## src/hdl/periph_defines.svh

```systemverilog
// APB peripheral subsystem constants
// Bus widths, slot map, register offsets and reset values

`ifndef PERIPH_DEFINES_SVH
`define PERIPH_DEFINES_SVH

// ------------------------------------------------------------
// Bus widths
`define PERIPH_W_ADDR          16
`define PERIPH_W_DATA          32
`define PERIPH_N_GPIO          7

// ------------------------------------------------------------
// Slot map, 4 kB window per slot
`define PERIPH_N_SLOTS         4
`define PERIPH_SLOT_LSB        12
`define PERIPH_SLOT_TIMER      0
`define PERIPH_SLOT_PADCTRL    1

// ------------------------------------------------------------
// Timer register byte offsets
`define TIMER_REG_CTRL         12'h000
`define TIMER_REG_MTIME        12'h008
`define TIMER_REG_MTIMEH       12'h00c
`define TIMER_REG_MTIMECMP     12'h010
`define TIMER_REG_MTIMECMPH    12'h014

// ------------------------------------------------------------
// Pad control, group registers live at 4 * group index
`define PADCTRL_REG_GPIO_PULL  12'h028

// Mid drive strength out of reset
`define PAD_DRIVE_RESET        2'b01

`endif

```

## src/hdl/periph_pkg.sv

```systemverilog
// Shared types for the APB peripheral subsystem
// Bus request/response, pad control fields and register word views

`include "periph_defines.svh"

package periph_pkg;

    // APB request, master to slave
    typedef struct packed {
        logic                      psel;
        logic                      penable;
        logic                      pwrite;
        logic [`PERIPH_W_ADDR-1:0] paddr;
        logic [`PERIPH_W_DATA-1:0] pwdata;
    } apb_req_t;

    // APB response, slave to master
    typedef struct packed {
        logic [`PERIPH_W_DATA-1:0] prdata;
        logic                      pready;
        logic                      pslverr;
    } apb_rsp_t;

    // Per-group pad settings
    typedef struct packed {
        logic       schmitt;
        logic       slew;
        logic [1:0] drive;
    } pad_ctrl_t;

    typedef enum logic [3:0] {
        DIO         = 4'd0,
        SRAM_DQ     = 4'd1,
        SRAM_A      = 4'd2,
        SRAM_STROBE = 4'd3,
        AUDIO       = 4'd4,
        LCD_CLK     = 4'd5,
        LCD_DAT     = 4'd6,
        LCD_DCCS    = 4'd7,
        LCD_BL      = 4'd8,
        GPIO        = 4'd9
    } pad_group_e;

    localparam int PAD_N_GROUPS = int'(GPIO) + 1;

    // Groups with input buffers: DIO, SRAM_DQ, GPIO
    localparam logic [PAD_N_GROUPS-1:0] PAD_HAS_SCHMITT = 10'b10_0000_0011;

    // GPIO pulls, pu in 6:0 and pd in 22:16
    typedef struct packed {
        logic [15-`PERIPH_N_GPIO:0] rsvd_hi;
        logic [`PERIPH_N_GPIO-1:0]  pd;
        logic [15-`PERIPH_N_GPIO:0] rsvd_lo;
        logic [`PERIPH_N_GPIO-1:0]  pu;
    } gpio_pull_t;

    typedef struct packed {
        logic [`PERIPH_W_DATA-5:0] rsvd;
        pad_ctrl_t                 ctrl;
    } pad_word_t;

    // One register word, decoded by offset
    typedef union packed {
        pad_word_t  group;
        gpio_pull_t pull;
    } padctrl_word_u;

endpackage

```

## src/hdl/apb_slot_decoder.sv

```systemverilog
// APB slot decoder
// Picks a 4 kB slot from the address, forwards the request with its
// select gated and the address cut to the in-slot offset, and muxes
// the response back. Empty slots answer with an error.

`timescale 1ns/1ps

`include "periph_defines.svh"

module apb_slot_decoder (
    input  periph_pkg::apb_req_t bus_req,
    output periph_pkg::apb_rsp_t bus_rsp,

    output periph_pkg::apb_req_t timer_req,
    input  periph_pkg::apb_rsp_t timer_rsp,

    output periph_pkg::apb_req_t padctrl_req,
    input  periph_pkg::apb_rsp_t padctrl_rsp
);

    localparam int SLOT_W = $clog2(`PERIPH_N_SLOTS);

    logic [SLOT_W-1:0] slot;

    assign slot = bus_req.paddr[`PERIPH_SLOT_LSB +: SLOT_W];

    // ------------------------------------------------------------
    // Request side

    function automatic periph_pkg::apb_req_t slot_req(
        input periph_pkg::apb_req_t req,
        input logic                 hit
    );
        periph_pkg::apb_req_t r;
        r = req;
        r.psel = req.psel & hit;
        // Keep only the offset within the slot
        r.paddr = {{(`PERIPH_W_ADDR - `PERIPH_SLOT_LSB){1'b0}},
                   req.paddr[`PERIPH_SLOT_LSB-1:0]};
        return r;
    endfunction

    assign timer_req   = slot_req(bus_req, slot == SLOT_W'(`PERIPH_SLOT_TIMER));
    assign padctrl_req = slot_req(bus_req, slot == SLOT_W'(`PERIPH_SLOT_PADCTRL));

    // ------------------------------------------------------------
    // Response side

    always_comb begin
        case (slot)
            SLOT_W'(`PERIPH_SLOT_TIMER):   bus_rsp = timer_rsp;
            SLOT_W'(`PERIPH_SLOT_PADCTRL): bus_rsp = padctrl_rsp;
            default: begin
                // Nothing lives here, finish at once with an error
                bus_rsp.prdata  = '0;
                bus_rsp.pready  = 1'b1;
                bus_rsp.pslverr = 1'b1;
            end
        endcase
    end

endmodule

```

## src/hdl/padctrl.sv

```systemverilog
// Pad control register file
// One slew/drive/Schmitt register per pad group plus the GPIO pull
// register, all driven straight onto the pad control outputs

`timescale 1ns/1ps

`include "periph_defines.svh"

module padctrl (
    input  logic                                                clk,
    input  logic                                                rst_n,

    input  periph_pkg::apb_req_t                                apb_req,
    output periph_pkg::apb_rsp_t                                apb_rsp,

    output periph_pkg::pad_ctrl_t [periph_pkg::PAD_N_GROUPS-1:0] pad_ctrl,
    output logic [`PERIPH_N_GPIO-1:0]                           gpio_pu,
    output logic [`PERIPH_N_GPIO-1:0]                           gpio_pd
);

    localparam periph_pkg::pad_ctrl_t PAD_RESET = '{
        schmitt: 1'b0,
        slew:    1'b0,
        drive:   `PAD_DRIVE_RESET
    };

    logic [`PERIPH_SLOT_LSB-1:0] reg_addr;
    periph_pkg::pad_group_e      grp;
    logic                        grp_hit;
    logic                        pull_hit;
    logic                        wr_en;
    periph_pkg::padctrl_word_u   wword;
    periph_pkg::padctrl_word_u   rword;

    // Output-only groups have no Schmitt trigger
    function automatic periph_pkg::pad_ctrl_t mask_schmitt(
        input periph_pkg::pad_ctrl_t  c,
        input periph_pkg::pad_group_e g
    );
        periph_pkg::pad_ctrl_t r;
        r = c;
        r.schmitt = c.schmitt & periph_pkg::PAD_HAS_SCHMITT[g];
        return r;
    endfunction

    // ------------------------------------------------------------
    // Address decode

    assign reg_addr = {apb_req.paddr[`PERIPH_SLOT_LSB-1:2], 2'b00};
    assign grp      = periph_pkg::pad_group_e'(reg_addr[5:2]);
    assign grp_hit  = (reg_addr[`PERIPH_SLOT_LSB-1:6] == '0) && (grp <= periph_pkg::GPIO);
    assign pull_hit = reg_addr == `PADCTRL_REG_GPIO_PULL;

    assign wr_en = apb_req.psel && apb_req.penable && apb_req.pwrite;
    assign wword = apb_req.pwdata;

    // ------------------------------------------------------------
    // Registers

    always_ff @(posedge clk) begin
        if (!rst_n) begin
            for (int g = 0; g < periph_pkg::PAD_N_GROUPS; g++) begin
                pad_ctrl[g] <= PAD_RESET;
            end
            gpio_pu <= '0;
            gpio_pd <= '0;
        end else if (wr_en) begin
            if (grp_hit) begin
                pad_ctrl[grp] <= mask_schmitt(wword.group.ctrl, grp);
            end
            if (pull_hit) begin
                gpio_pu <= wword.pull.pu;
                gpio_pd <= wword.pull.pd;
            end
        end
    end

    // ------------------------------------------------------------
    // Readback, unused offsets read as zero

    always_comb begin
        rword = '0;
        if (grp_hit) begin
            rword.group.ctrl = mask_schmitt(pad_ctrl[grp], grp);
        end else if (pull_hit) begin
            rword.pull.pu = gpio_pu;
            rword.pull.pd = gpio_pd;
        end
    end

    assign apb_rsp.prdata  = rword;
    assign apb_rsp.pready  = 1'b1;
    assign apb_rsp.pslverr = 1'b0;

endmodule

```

## src/hdl/periph_subsys.sv

```systemverilog
// APB peripheral subsystem top level
// Slot decoder in front of the machine timer and the pad control block

`timescale 1ns/1ps

`include "periph_defines.svh"

module periph_subsys (
    input  logic                                                clk,
    input  logic                                                rst_n,

    input  periph_pkg::apb_req_t                                bus_req,
    output periph_pkg::apb_rsp_t                                bus_rsp,

    input  logic                                                dbg_halt,
    output logic                                                timer_irq,

    output periph_pkg::pad_ctrl_t [periph_pkg::PAD_N_GROUPS-1:0] pad_ctrl,
    output logic [`PERIPH_N_GPIO-1:0]                           gpio_pu,
    output logic [`PERIPH_N_GPIO-1:0]                           gpio_pd
);

    periph_pkg::apb_req_t timer_req;
    periph_pkg::apb_rsp_t timer_rsp;
    periph_pkg::apb_req_t padctrl_req;
    periph_pkg::apb_rsp_t padctrl_rsp;

    // ------------------------------------------------------------
    // Slot 0 timer, slot 1 pad control, slots 2 and 3 empty

    apb_slot_decoder decoder_u (
        .bus_req     (bus_req),
        .bus_rsp     (bus_rsp),
        .timer_req   (timer_req),
        .timer_rsp   (timer_rsp),
        .padctrl_req (padctrl_req),
        .padctrl_rsp (padctrl_rsp)
    );

    riscv_timer timer_u (
        .clk       (clk),
        .rst_n     (rst_n),
        .apb_req   (timer_req),
        .apb_rsp   (timer_rsp),
        .dbg_halt  (dbg_halt),
        .timer_irq (timer_irq)
    );

    padctrl padctrl_u (
        .clk      (clk),
        .rst_n    (rst_n),
        .apb_req  (padctrl_req),
        .apb_rsp  (padctrl_rsp),
        .pad_ctrl (pad_ctrl),
        .gpio_pu  (gpio_pu),
        .gpio_pd  (gpio_pd)
    );

endmodule

```

## src/hdl/riscv_timer.sv

```systemverilog
// RISC-V machine timer
// 64-bit mtime counter and mtimecmp compare behind APB, accessed as
// 32-bit halves, with a registered timer interrupt

`timescale 1ns/1ps

`include "periph_defines.svh"

module riscv_timer (
    input  logic                 clk,
    input  logic                 rst_n,

    input  periph_pkg::apb_req_t apb_req,
    output periph_pkg::apb_rsp_t apb_rsp,

    input  logic                 dbg_halt,
    output logic                 timer_irq
);

    logic [`PERIPH_SLOT_LSB-1:0] reg_addr;
    logic                        wr_en;
    logic [`PERIPH_W_DATA-1:0]   wdata;

    logic                        ctrl_en;
    logic [63:0]                 mtime;
    logic [63:0]                 mtimecmp;
    logic                        count_en;

    assign reg_addr = {apb_req.paddr[`PERIPH_SLOT_LSB-1:2], 2'b00};
    assign wr_en    = apb_req.psel && apb_req.penable && apb_req.pwrite;
    assign wdata    = apb_req.pwdata;

    // Frozen while the core is halted in debug
    assign count_en = ctrl_en && !dbg_halt;

    // ------------------------------------------------------------
    // Control and compare registers

    always_ff @(posedge clk) begin
        if (!rst_n) begin
            ctrl_en  <= 1'b0;
            mtimecmp <= '1;
        end else if (wr_en) begin
            case (reg_addr)
                `TIMER_REG_CTRL:      ctrl_en         <= wdata[0];
                `TIMER_REG_MTIMECMP:  mtimecmp[31:0]  <= wdata;
                `TIMER_REG_MTIMECMPH: mtimecmp[63:32] <= wdata;
                default: ;
            endcase
        end
    end

    // ------------------------------------------------------------
    // Counter, a bus write wins over the increment

    always_ff @(posedge clk) begin
        if (!rst_n) begin
            mtime <= '0;
        end else if (wr_en && reg_addr == `TIMER_REG_MTIME) begin
            mtime[31:0] <= wdata;
        end else if (wr_en && reg_addr == `TIMER_REG_MTIMEH) begin
            mtime[63:32] <= wdata;
        end else if (count_en) begin
            mtime <= mtime + 64'd1;
        end
    end

    // ------------------------------------------------------------
    // Interrupt, one cycle behind the compare

    always_ff @(posedge clk) begin
        if (!rst_n) begin
            timer_irq <= 1'b0;
        end else begin
            timer_irq <= mtime >= mtimecmp;
        end
    end

    // ------------------------------------------------------------
    // Readback

    always_comb begin
        case (reg_addr)
            `TIMER_REG_CTRL:      apb_rsp.prdata = {{(`PERIPH_W_DATA-1){1'b0}}, ctrl_en};
            `TIMER_REG_MTIME:     apb_rsp.prdata = mtime[31:0];
            `TIMER_REG_MTIMEH:    apb_rsp.prdata = mtime[63:32];
            `TIMER_REG_MTIMECMP:  apb_rsp.prdata = mtimecmp[31:0];
            `TIMER_REG_MTIMECMPH: apb_rsp.prdata = mtimecmp[63:32];
            default:              apb_rsp.prdata = '0;
        endcase
    end

    assign apb_rsp.pready  = 1'b1;
    assign apb_rsp.pslverr = 1'b0;

endmodule

```

## config.mk

```make
export PLATFORM = sky130hd
export DESIGN_NAME = periph_subsys
export DESIGN_NICKNAME = d
export VERILOG_FILES = /design/src/hdl/periph_pkg.sv /design/src/hdl/apb_slot_decoder.sv /design/src/hdl/padctrl.sv /design/src/hdl/periph_subsys.sv /design/src/hdl/riscv_timer.sv
export VERILOG_INCLUDE_DIRS = /design/src /design/src/hdl
export SDC_FILE = /design/constraint.sdc
export NUM_CORES = 1
export LEC_CHECK = 0
export BUFFER_PORTS_ARGS = -buffer_cell sky130_fd_sc_hd__buf_4
export CAP_MARGIN = 20
export CORE_ASPECT_RATIO = 0.9
export CORE_MARGIN = 8
export CORE_UTILIZATION = 59
export DETAILED_ROUTE_END_ITERATION = 6
export PLACE_DENSITY = 0.91
export SETUP_SLACK_MARGIN = 0.2
export SLEW_MARGIN = 10
export SYNTH_ARGS = -nofsm -noshare
export SYNTH_HDL_FRONTEND = slang
export SYNTH_SLANG_ARGS = --single-unit
```

## constraint.sdc

```tcl
create_clock -name clk -period 2.91 [get_ports clk]
set_clock_uncertainty 0.15 [all_clocks]
set_input_delay 0 -clock clk [delete_from_list [all_inputs] [get_ports clk]]
set_output_delay 0 -clock clk [all_outputs]
set_load 0.02 [all_outputs]
```

After elaboration in Yosys (flattened, before gate mapping)
Memory sizes are Yosys's and may differ from the RTL's.
Cells that the tools add are included.

word-level totals
  input bits = 54
  logic and storage cells = 95
  ROM bits = 16
  memories kept = 1
  bits in registers = 184
  output and inout port bits = 89

memory list
  memory           depth  width  rd ports  clocked after Yosys merged registers in  write ports  RTL line       source
  (no name shown)  16     1      1         0                                        0            padctrl.sv:42  r.schmitt = c.schmitt & periph_pkg::PAD_HAS_SCHMITT[g];

operators by class
  mux-type cells = 17
  eq/ne operators = 7
  bitwise gates (word level) = 5
  add/sub/neg operators = 1
  reduce and logical (&&, ||, !) cells = 22
  order comparisons = 4

operator list
  kind                                                                     number
  32-bit one-hot mux with 5 select lines                                   1
  32-bit 2-to-1 mux                                                        3
  34-bit one-hot mux with 2 select lines                                   1
  64-bit by 1-bit adder with 64-bit output (second input constant)         1
  64-bit >= comparator                                                     1
  64-bit 2-to-1 mux                                                        1
  40-bit bitwise mux                                                       1
  7-bit 2-to-1 mux                                                         3
  10-bit by 2-bit equality test with 1-bit output (second input constant)  2
  10-bit by 3-bit equality test with 1-bit output (second input constant)  2
  4-bit binary-select mux with 4-bit select                                1
  4-bit demux with 4-bit select                                            1
  2-bit AND reduction                                                      7
  12-bit zero test                                                         1
  4-bit 2-to-1 mux                                                         3
  10-bit by 4-bit equality test with 1-bit output (second input constant)  1
  1-bit logical AND                                                        9
  6-bit zero test                                                          1
  4-bit by 5-bit < comparator with 1-bit output (second input constant)    1
  1-bit AND                                                                4
  4-bit by 1-bit >= comparator with 1-bit output (second input constant)   1
  4-bit <= comparator (second input constant)                              1
  2-bit nonzero test                                                       2
  3-bit 2-to-1 mux                                                         1
  other kinds (6)                                                          6

Depth between registers and ports, before layout
Gate-level depths: netlist of run 1.

  word-level depth = 7
  mapped depth = 9
  mapped depth without buffers = 8

By module
A second synthesis of run 1 with hierarchy kept.

unflattened totals
  cell total of the unflattened synthesis = 1,512
  area, all modules = 12,244.2 sq um

modules (own cells, without submodules)
  module            seq. area each (sq um)  area an instance (sq um)  instances  cells an instance
  riscv_timer       2,602.5                 8,261.7                   1          1,058
  padctrl           1,081.0                 2,648.8                   1          275
  apb_slot_decoder  0.0                     1,333.8                   1          179

Worst setup path before layout of run 1
OpenSTA, ideal clock, no wires.

  kind = flip-flop to flip-flop
  from = register timer_u.mtime[3]
  to = register timer_u.mtime[43]
  required time = 2.686 ns
  library setup time = 0.074 ns
  path slack = 0.526 ns
  period minus slack after synthesis = 2.384 ns
  arrival time = 2.160 ns
  path buffers = 0
  stages on the path, launching flop included = 7
  cell sequence = dfxtp_1 nand4_2 or4_4 nor4_4 nand4_1 or4_1 a31oi_1

between the ends
  cells in the longest elaborated chain, start to end = 3

RTL lines
  item                                      RTL line           source
  start: declaration                        riscv_timer.sv:25  logic [63:0] mtime;
  start signal: assignment                  riscv_timer.sv:60  mtime[31:0] <= wdata;
  start signal: assignment                  riscv_timer.sv:64  mtime <= mtime + 64'd1;
  64-bit by 1-bit adder with 64-bit output  riscv_timer.sv:64
  64-bit 2-to-1 mux                         riscv_timer.sv:63  end else if (count_en) begin
  32-bit 2-to-1 mux                         riscv_timer.sv:61  end else if (wr_en && reg_addr == `TIMER_REG_MTIMEH) begin

No other way between the ends. The select of a mux whose other input is x is not followed.
A chain may end at the register's enable or synchronous reset.

Worst setup path in the final report of run 1
  from = register timer_u.mtime[0]
  to = register timer_u.mtime[58]

Same word-level chain as after synthesis.

==> results of run 1 <==
==> cell usage in the layout, fill, tap and decap left out, drive strengths merged, types with 5 or more instances in the layout <==
cell | Yosys | final
inv | 74 | 82
or2 | 5 | 5
ha | 65 | 65
a31oi | 16 | 16
o31a | 6 | 6
mux4 | 6 | 6
xnor2 | 21 | 21
buf | 8 | 193
a22o | 11 | 11
and3 | 15 | 15
clkbuf | 88 | 20
o21ai | 64 | 64
xor2 | 10 | 10
a221oi | 15 | 15
nor3 | 35 | 35
a21oi | 109 | 109
nor4 | 20 | 20
a22oi | 53 | 53
nor2 | 91 | 91
mux2i | 28 | 28
o22ai | 8 | 8
or4 | 14 | 14
nand3 | 61 | 61
and2 | 6 | 6
nand2 | 203 | 203
nand2b | 8 | 8
nand4 | 39 | 39
o211ai | 75 | 75
dlygate4sd3 | 0 | 37
and4 | 13 | 13
dfxtp | 184 | 184
a211oi | 19 | 19
==> Yosys cell counts (15+ instances only) <==
cell type,number
clkbuf_1,88
nand2_1,203
nor2_1,91
nand3_1,61
a221oi_1,15
dfxtp_1,184
o211ai_1,75
nor3_1,33
and3_1,15
inv_1,74
xnor2_1,21
a31oi_1,16
nor4_1,17
mux2i_1,28
ha_1,65
o21ai_0,64
a21oi_1,109
a22oi_1,53
a211oi_1,19
nand4_1,37
==> cell type report <==
type	count	area (um2)	share of cell area
Multi-Input combinational cell	1057	6740	0.500
Sequential cell	184	3690	0.274
Timing Repair Buffer	230	1890	0.140
Clock buffer	20	447	0.0331
Tap cell	245	307	0.0227
Inverter	74	278	0.0206
Clock inverter	12	130	0.00965
==> per-layer routing <==
| layer | global-route usage | routed length [um] |
|---|---|---|
| met5 | 0 | 13 |
| met4 | 0.134 | 1410 |
| met3 | 0.105 | 6050 |
| met2 | 0.530 | 18600 |
| met1 | 0.454 | 15900 |
==> report_power, final <==
part	internal (uW)	switching, uW
Combinational	114	190
Sequential	2520	6.93
Clock	1240	1120
==> worst max-delay path by stage <==
stage               slack [ns]  depth (start not counted)                           from                        endpoint
floorplan                 0.53                          6  timer_u.mtime[3]$_SDFFE_PN0P_  timer_u.mtime[43]$_SDFFE_PN0P_
global placement          0.30                          7  timer_u.mtime[0]$_SDFFE_PN0P_  timer_u.mtime[58]$_SDFFE_PN0P_
detailed placement        0.24                          7  timer_u.mtime[0]$_SDFFE_PN0P_  timer_u.mtime[58]$_SDFFE_PN0P_
CTS                       0.20                          7  timer_u.mtime[0]$_SDFFE_PN0P_  timer_u.mtime[58]$_SDFFE_PN0P_
global route              0.20                          7  timer_u.mtime[0]$_SDFFE_PN0P_  timer_u.mtime[58]$_SDFFE_PN0P_
finish                    0.25                          7  timer_u.mtime[0]$_SDFFE_PN0P_  timer_u.mtime[58]$_SDFFE_PN0P_
==> cells by family (layout without fill, tap and decap cells) <==
group / count (synthesis) / count (layout) / synth area share
compound gates: 398 / 398 / 0.235
xor+xnor: 31 / 31 / 0.0247
fa+ha+maj: 65 / 65 / 0.0739
buf+inv: 170 / 336 / 0.0589
flops: 184 / 184 / 0.335
mux: 37 / 37 / 0.0408
other cells: 1 / 1 / 0.000341
simple gates: 525 / 525 / 0.232
==> state kept, by name, indices dropped and copies added, names as in the netlist <==
signal / flops
padctrl_u.pad_ctrl: 40
padctrl_u.gpio_pd: 7
timer_u.timer_irq: 1
timer_u.mtimecmp: 64
padctrl_u.gpio_pu: 7
timer_u.ctrl_en: 1
timer_u.mtime: 64
==> what timing repair did <==
| item | 4_1_cts | 5_1_grt |
|---|---|---|
| gates resized for setup | 0 | 10 |
| setup buffers | 0 | 0 |
| hold buffers | 37 | 0 |
| setup endpoints to repair | 0 | 6 |
| hold endpoints to repair | 176 | 0 |
==> through the flow <==
step | std cells | cell area (um2) | power [uW] | util
3_3_place_gp | 1753 | 12500 | 2830 | 0.682
6_report | 1822 | 13500 | 5190 | 0.735
4_1_cts | 1822 | 13500 | 5160 | 0.733
3_5_place_dp | 1753 | 12500 | 2830 | 0.682
5_1_grt | 1822 | 13500 | 5290 | 0.735
2_1_floorplan | 1411 | 11000 | 2690 | -
==> worst max-delay path: stages (launching register included) <==
cell and delay, ns:
dfxtp_1 0.46, ha_2 0.27, nand3_1 0.10, or2_2 0.33
or4_1 0.58, nor4_2 0.32, mux2i_1 0.22, a21oi_1 0.07
==> flow_summary.toml, run 1 <==
[run_status]
status = "finished with violations"
violations = "DRC"

[grt]
grt_pass1_vias = 11800
antenna_found_initial = 1
grt_max_degree = 123
globalRouteOverflowTotal = 0
grt_use_total = 0.348
grt_pass1_wl_um = 65900

[synthesis]
synth_cell_types = 61
avgSynthCellArea_um2 = 7.80
syn_nets = 1530
ys_seq_area_frac = 0.335
synth-edff-count = 0
netlist_instances = 1411
synth_ff_type = "dfxtp_1"
synth_warnings = 0
netlist_area_mm2 = 0.0110
yosys_register_bits = 184
synthArstFlopShare = 0
yosysTopAreaCell = "dfxtp_1"
netlist_top_cells_area = "dfxtp_1 33%, ha_1 7.4%, nand2_1 6.9%, o211ai_1 5.1%, a21oi_1 5.0%"
yosysTopAreaCellShare = 0.335

[cts]
cts_tree = "done"
path_clk_slew_ns = 0.07
cts_sinks = 184
numCtsBuffers = 17
clk_latency_ns = 0.45
ctsHtreeMaxLevel = 4
root_buffer = "clkbuf_16"
clockBufferDepth = 2

[floorplanning]
core_area_mm2 = 0.0183
die_height_um = 146
start_util = 0.600
die_area_mm2 = 0.0233
ios = 143
rows = 47
dieWidth_um = 160

[detailed_routing]
dr.first_iter.drc_count = 2214
drc = 11
routed_via_density = 6.86
drt-total-wl_um = 42000
drtAntennaViolNets = 0
wire_per_inst_um = 23.0
num_vias = 12500
firstDrtPassIters = 7

[place]
io_buffers = 137
pre_cts_slack_ns = 0.244
place.gp.congestion = 0.975
hpwl_um = 28400

[sta]
fin_ws_ns = 0.254
rsz0062_at_grt = "false"
worstMarginPinSlew_ns = 0.737
finalCriticalPeriod_ns = 2.66
setup_violations = 0
hold_violations = 0
slew_headroom = 0.507
timing.hold.ws_ns = 0.0396
finalSetupTns_ns = 0
fmax_mhz = 377
drv_slew = 0
timing.final.crit_share = 0.913

[layout]
drive_gt1_frac = 0.166
num-fill-cells = 1339
finalNetCount = 1683
syn2layout_area_growth_pct = 22.4
antennaDiodeCount = 0

[setup_path]
path_max_fanout = 5
rr_endpoint = "timer_u.mtime[58]$_SDFFE_PN0P_"
startpoint_type = "flop"
regToRegStartpoint = "timer_u.mtime[0]$_SDFFE_PN0P_"
rrSetupSlack_ns = 0.25
arrival_ns = 2.80
crit_type = "flop to flop"
critPathRequiredTime_ns = 3.06
end_kind = "flop"
worstRegToRegCells = 7

[hold_path]
holdPathEnd = "padctrl_u.pad_ctrl[39]$_SDFFE_PN0P_"
hp-start = "bus_req[34]"
holdCritPathClass = "primary input to flop"
hold_depth = 5

[power_and_ir_drop]
ir_worst_vdd_uv = 369
cellPowerDensity_mw_per_mm2 = 385
power_leakage_uw = 0.00554

[job]
cap_violations = 0
No activity file was read; power rests on OpenSTA's default activity.
==> inputs of run 2 (changes only) <==
--- a/config.mk
+++ b/config.mk
@@ -13,6 +13,7 @@
 export CORE_UTILIZATION = 59
 export DETAILED_ROUTE_END_ITERATION = 6
 export PLACE_DENSITY = 0.91
+export REMOVE_ABC_BUFFERS = 1
 export SETUP_SLACK_MARGIN = 0.2
 export SLEW_MARGIN = 10
 export SYNTH_ARGS = -nofsm -noshare
==> run 2 against run 1 <==
The flow now finishes without violations. Critical endpoint is now timer_u.mtime[43]$_SDFFE_PN0P_. Critical path type unchanged. Worst setup slack better by 0.027 ns. Die area stayed put. Design area rose by 0.14%.
==> flow_summary.toml, run 2 (synthesized netlist as in run 1, its figures left out) <==
[cts]
ctsHtreeMaxLevel = 4
path_clk_slew_ns = 0.08
clk_latency_ns = 0.45
cts_setup_buffers = 0
cts_sinks = 184
cts_tree = "done"
numCtsBuffers = 17
root_buffer = "clkbuf_16"
clockBufferDepth = 2

[floorplanning]
dieWidth_um = 160
die_area_mm2 = 0.0233
ios = 143
core_area_mm2 = 0.0183
start_util = 0.600
die_height_um = 146
rows = 47

[power_and_ir_drop]
cellPowerDensity_mw_per_mm2 = 380
ir_worst_vdd_uv = 357
power_frac_comb = 0.059
p_switching_uw = 1340
p_clk_frac = 0.450
p_int_uw = 3780
switching_share = 0.262
power_frac_seq = 0.492
power_leakage_uw = 0.00557

[run_status]
status = "finished clean"

[sta]
rsz0062_at_grt = "true"
fmax_mhz = 380
setup_violations = 0
slew_headroom = 0.450
hold_violations = 0
finalCriticalPeriod_ns = 2.63
timing.final.crit_share = 0.904
drv_slew = 0
worstMarginPinSlew_ns = 0.822
timing.hold.ws_ns = 0.0353

[job]
cap_violations = 0

[setup_path]
critPathRequiredTime_ns = 3.13
startpoint_type = "flop"
arrival_ns = 2.85
end_kind = "flop"
path_max_fanout = 18
worstRegToRegCells = 7
crit_type = "flop to flop"

[layout]
drive_gt1_frac = 0.174
final_common_cell = "nand2_1"
mostFrequentLayoutCells = "202 x nand2_1, 200 x buf_4, 179 x dfxtp_1, 109 x a21oi_1, 89 x nor2_1"
reg_top3 = "timer_u.mtime x64, timer_u.mtimecmp x64, padctrl_u.pad_ctrl x40"
finalNetCount = 1690
syn2layout_area_growth_pct = 22.6
antennaDiodeCount = 0
final_area_mm2 = 0.0135

[detailed_routing]
drc = 0
drt-total-wl_um = 41100
dr.first_iter.drc_count = 1733
firstDrtPassIters = 6
num_vias = 12500
routed_via_density = 6.82
wire_per_inst_um = 22.5
drtAntennaViolNets = 0

[place]
io_buffers = 137
place.gp.congestion = 1.07
hpwl_um = 29100
dpl_cell_area_mm2 = 0.0126

[hold_path]
hold_depth = 5
holdCritPathClass = "primary input to flop"

[grt]
grt_use_total = 0.337
antenna_found_initial = 0
grt_pass1_wl_um = 63500
globalRouteOverflowTotal = 0
grt_pass1_vias = 11500
grt_max_degree = 73
==> run 2: cell type report <==
cell class / count / area (um2)
flip-flops and latches: 184 / 3690
clock buffers: 18 / 439
clock inverters: 14 / 126
well taps: 245 / 307
inverters: 74 / 278
repair buffers: 237 / 1900
multi-input cells: 1057 / 6760
fillers: 1376 / 4850
==> run 2: repair_timing <==
item	4_1_cts	5_1_grt
resized for setup	0	11
hold buffers	34	0
endpoints found under the setup margin	0	7
hold endpoints to repair	176	0
==> run 2: worst paths after layout <==
kind                                                     startpoint                             endpoint  slack [ns]
worst max-delay path                  timer_u.mtime[5]$_SDFFE_PN0P_       timer_u.mtime[43]$_SDFFE_PN0P_        0.28
worst min-delay path                                       dbg_halt       timer_u.mtime[54]$_SDFFE_PN0P_        0.04
worst max register to register        timer_u.mtime[5]$_SDFFE_PN0P_       timer_u.mtime[43]$_SDFFE_PN0P_        0.28
worst min register to register  padctrl_u.pad_ctrl[19]$_SDFFE_PN0P_  padctrl_u.pad_ctrl[19]$_SDFFE_PN0P_        0.28
==> run 2: stage by stage <==
stage | TNS (ns) | std cells | power, uW | utilization | setup slack, ns
after floorplan | -135.07 | 1315 | 2650 | - | -1.42
after global placement | 0 | 1763 | 2830 | 0.684 | 0.329
after detailed placement | 0 | 1763 | 2830 | 0.684 | 0.248
after CTS | 0 | 1829 | 5100 | 0.734 | 0.224
after global routing | 0 | 1829 | 5220 | 0.736 | 0.144
final | 0 | 1829 | 5130 | 0.736 | 0.281
==> run 2: power by group through the flow <==
| stage | Combinational (uW) | Sequential (uW) | Clock, uW |
|---|---|---|---|
| after floorplan | 65.5 | 2580 | 0 |
| after global placement | 249 | 2580 | 0 |
| after detailed placement | 250 | 2580 | 0 |
| after CTS | 288 | 2520 | 2290 |
| after global routing | 312 | 2520 | 2390 |
| final | 302 | 2520 | 2310 |
==> run 2: critical path: stages (launching register included) <==
cell and delay, ns:
dfxtp_2 0.39, nand4_2 0.22, or4_4 0.60, nor4_4 0.28, buf_12 0.20, nand4_1 0.13
or4_1 0.42, a31oi_1 0.16
==> run 2: layer usage <==
metal  GRT usage  share of wire  routed length [um]
met3      0.0976           0.13                5470
met2       0.515           0.44               18000
met1       0.444           0.40               16400
met4       0.121          0.031                1260
met5           0              0                   0
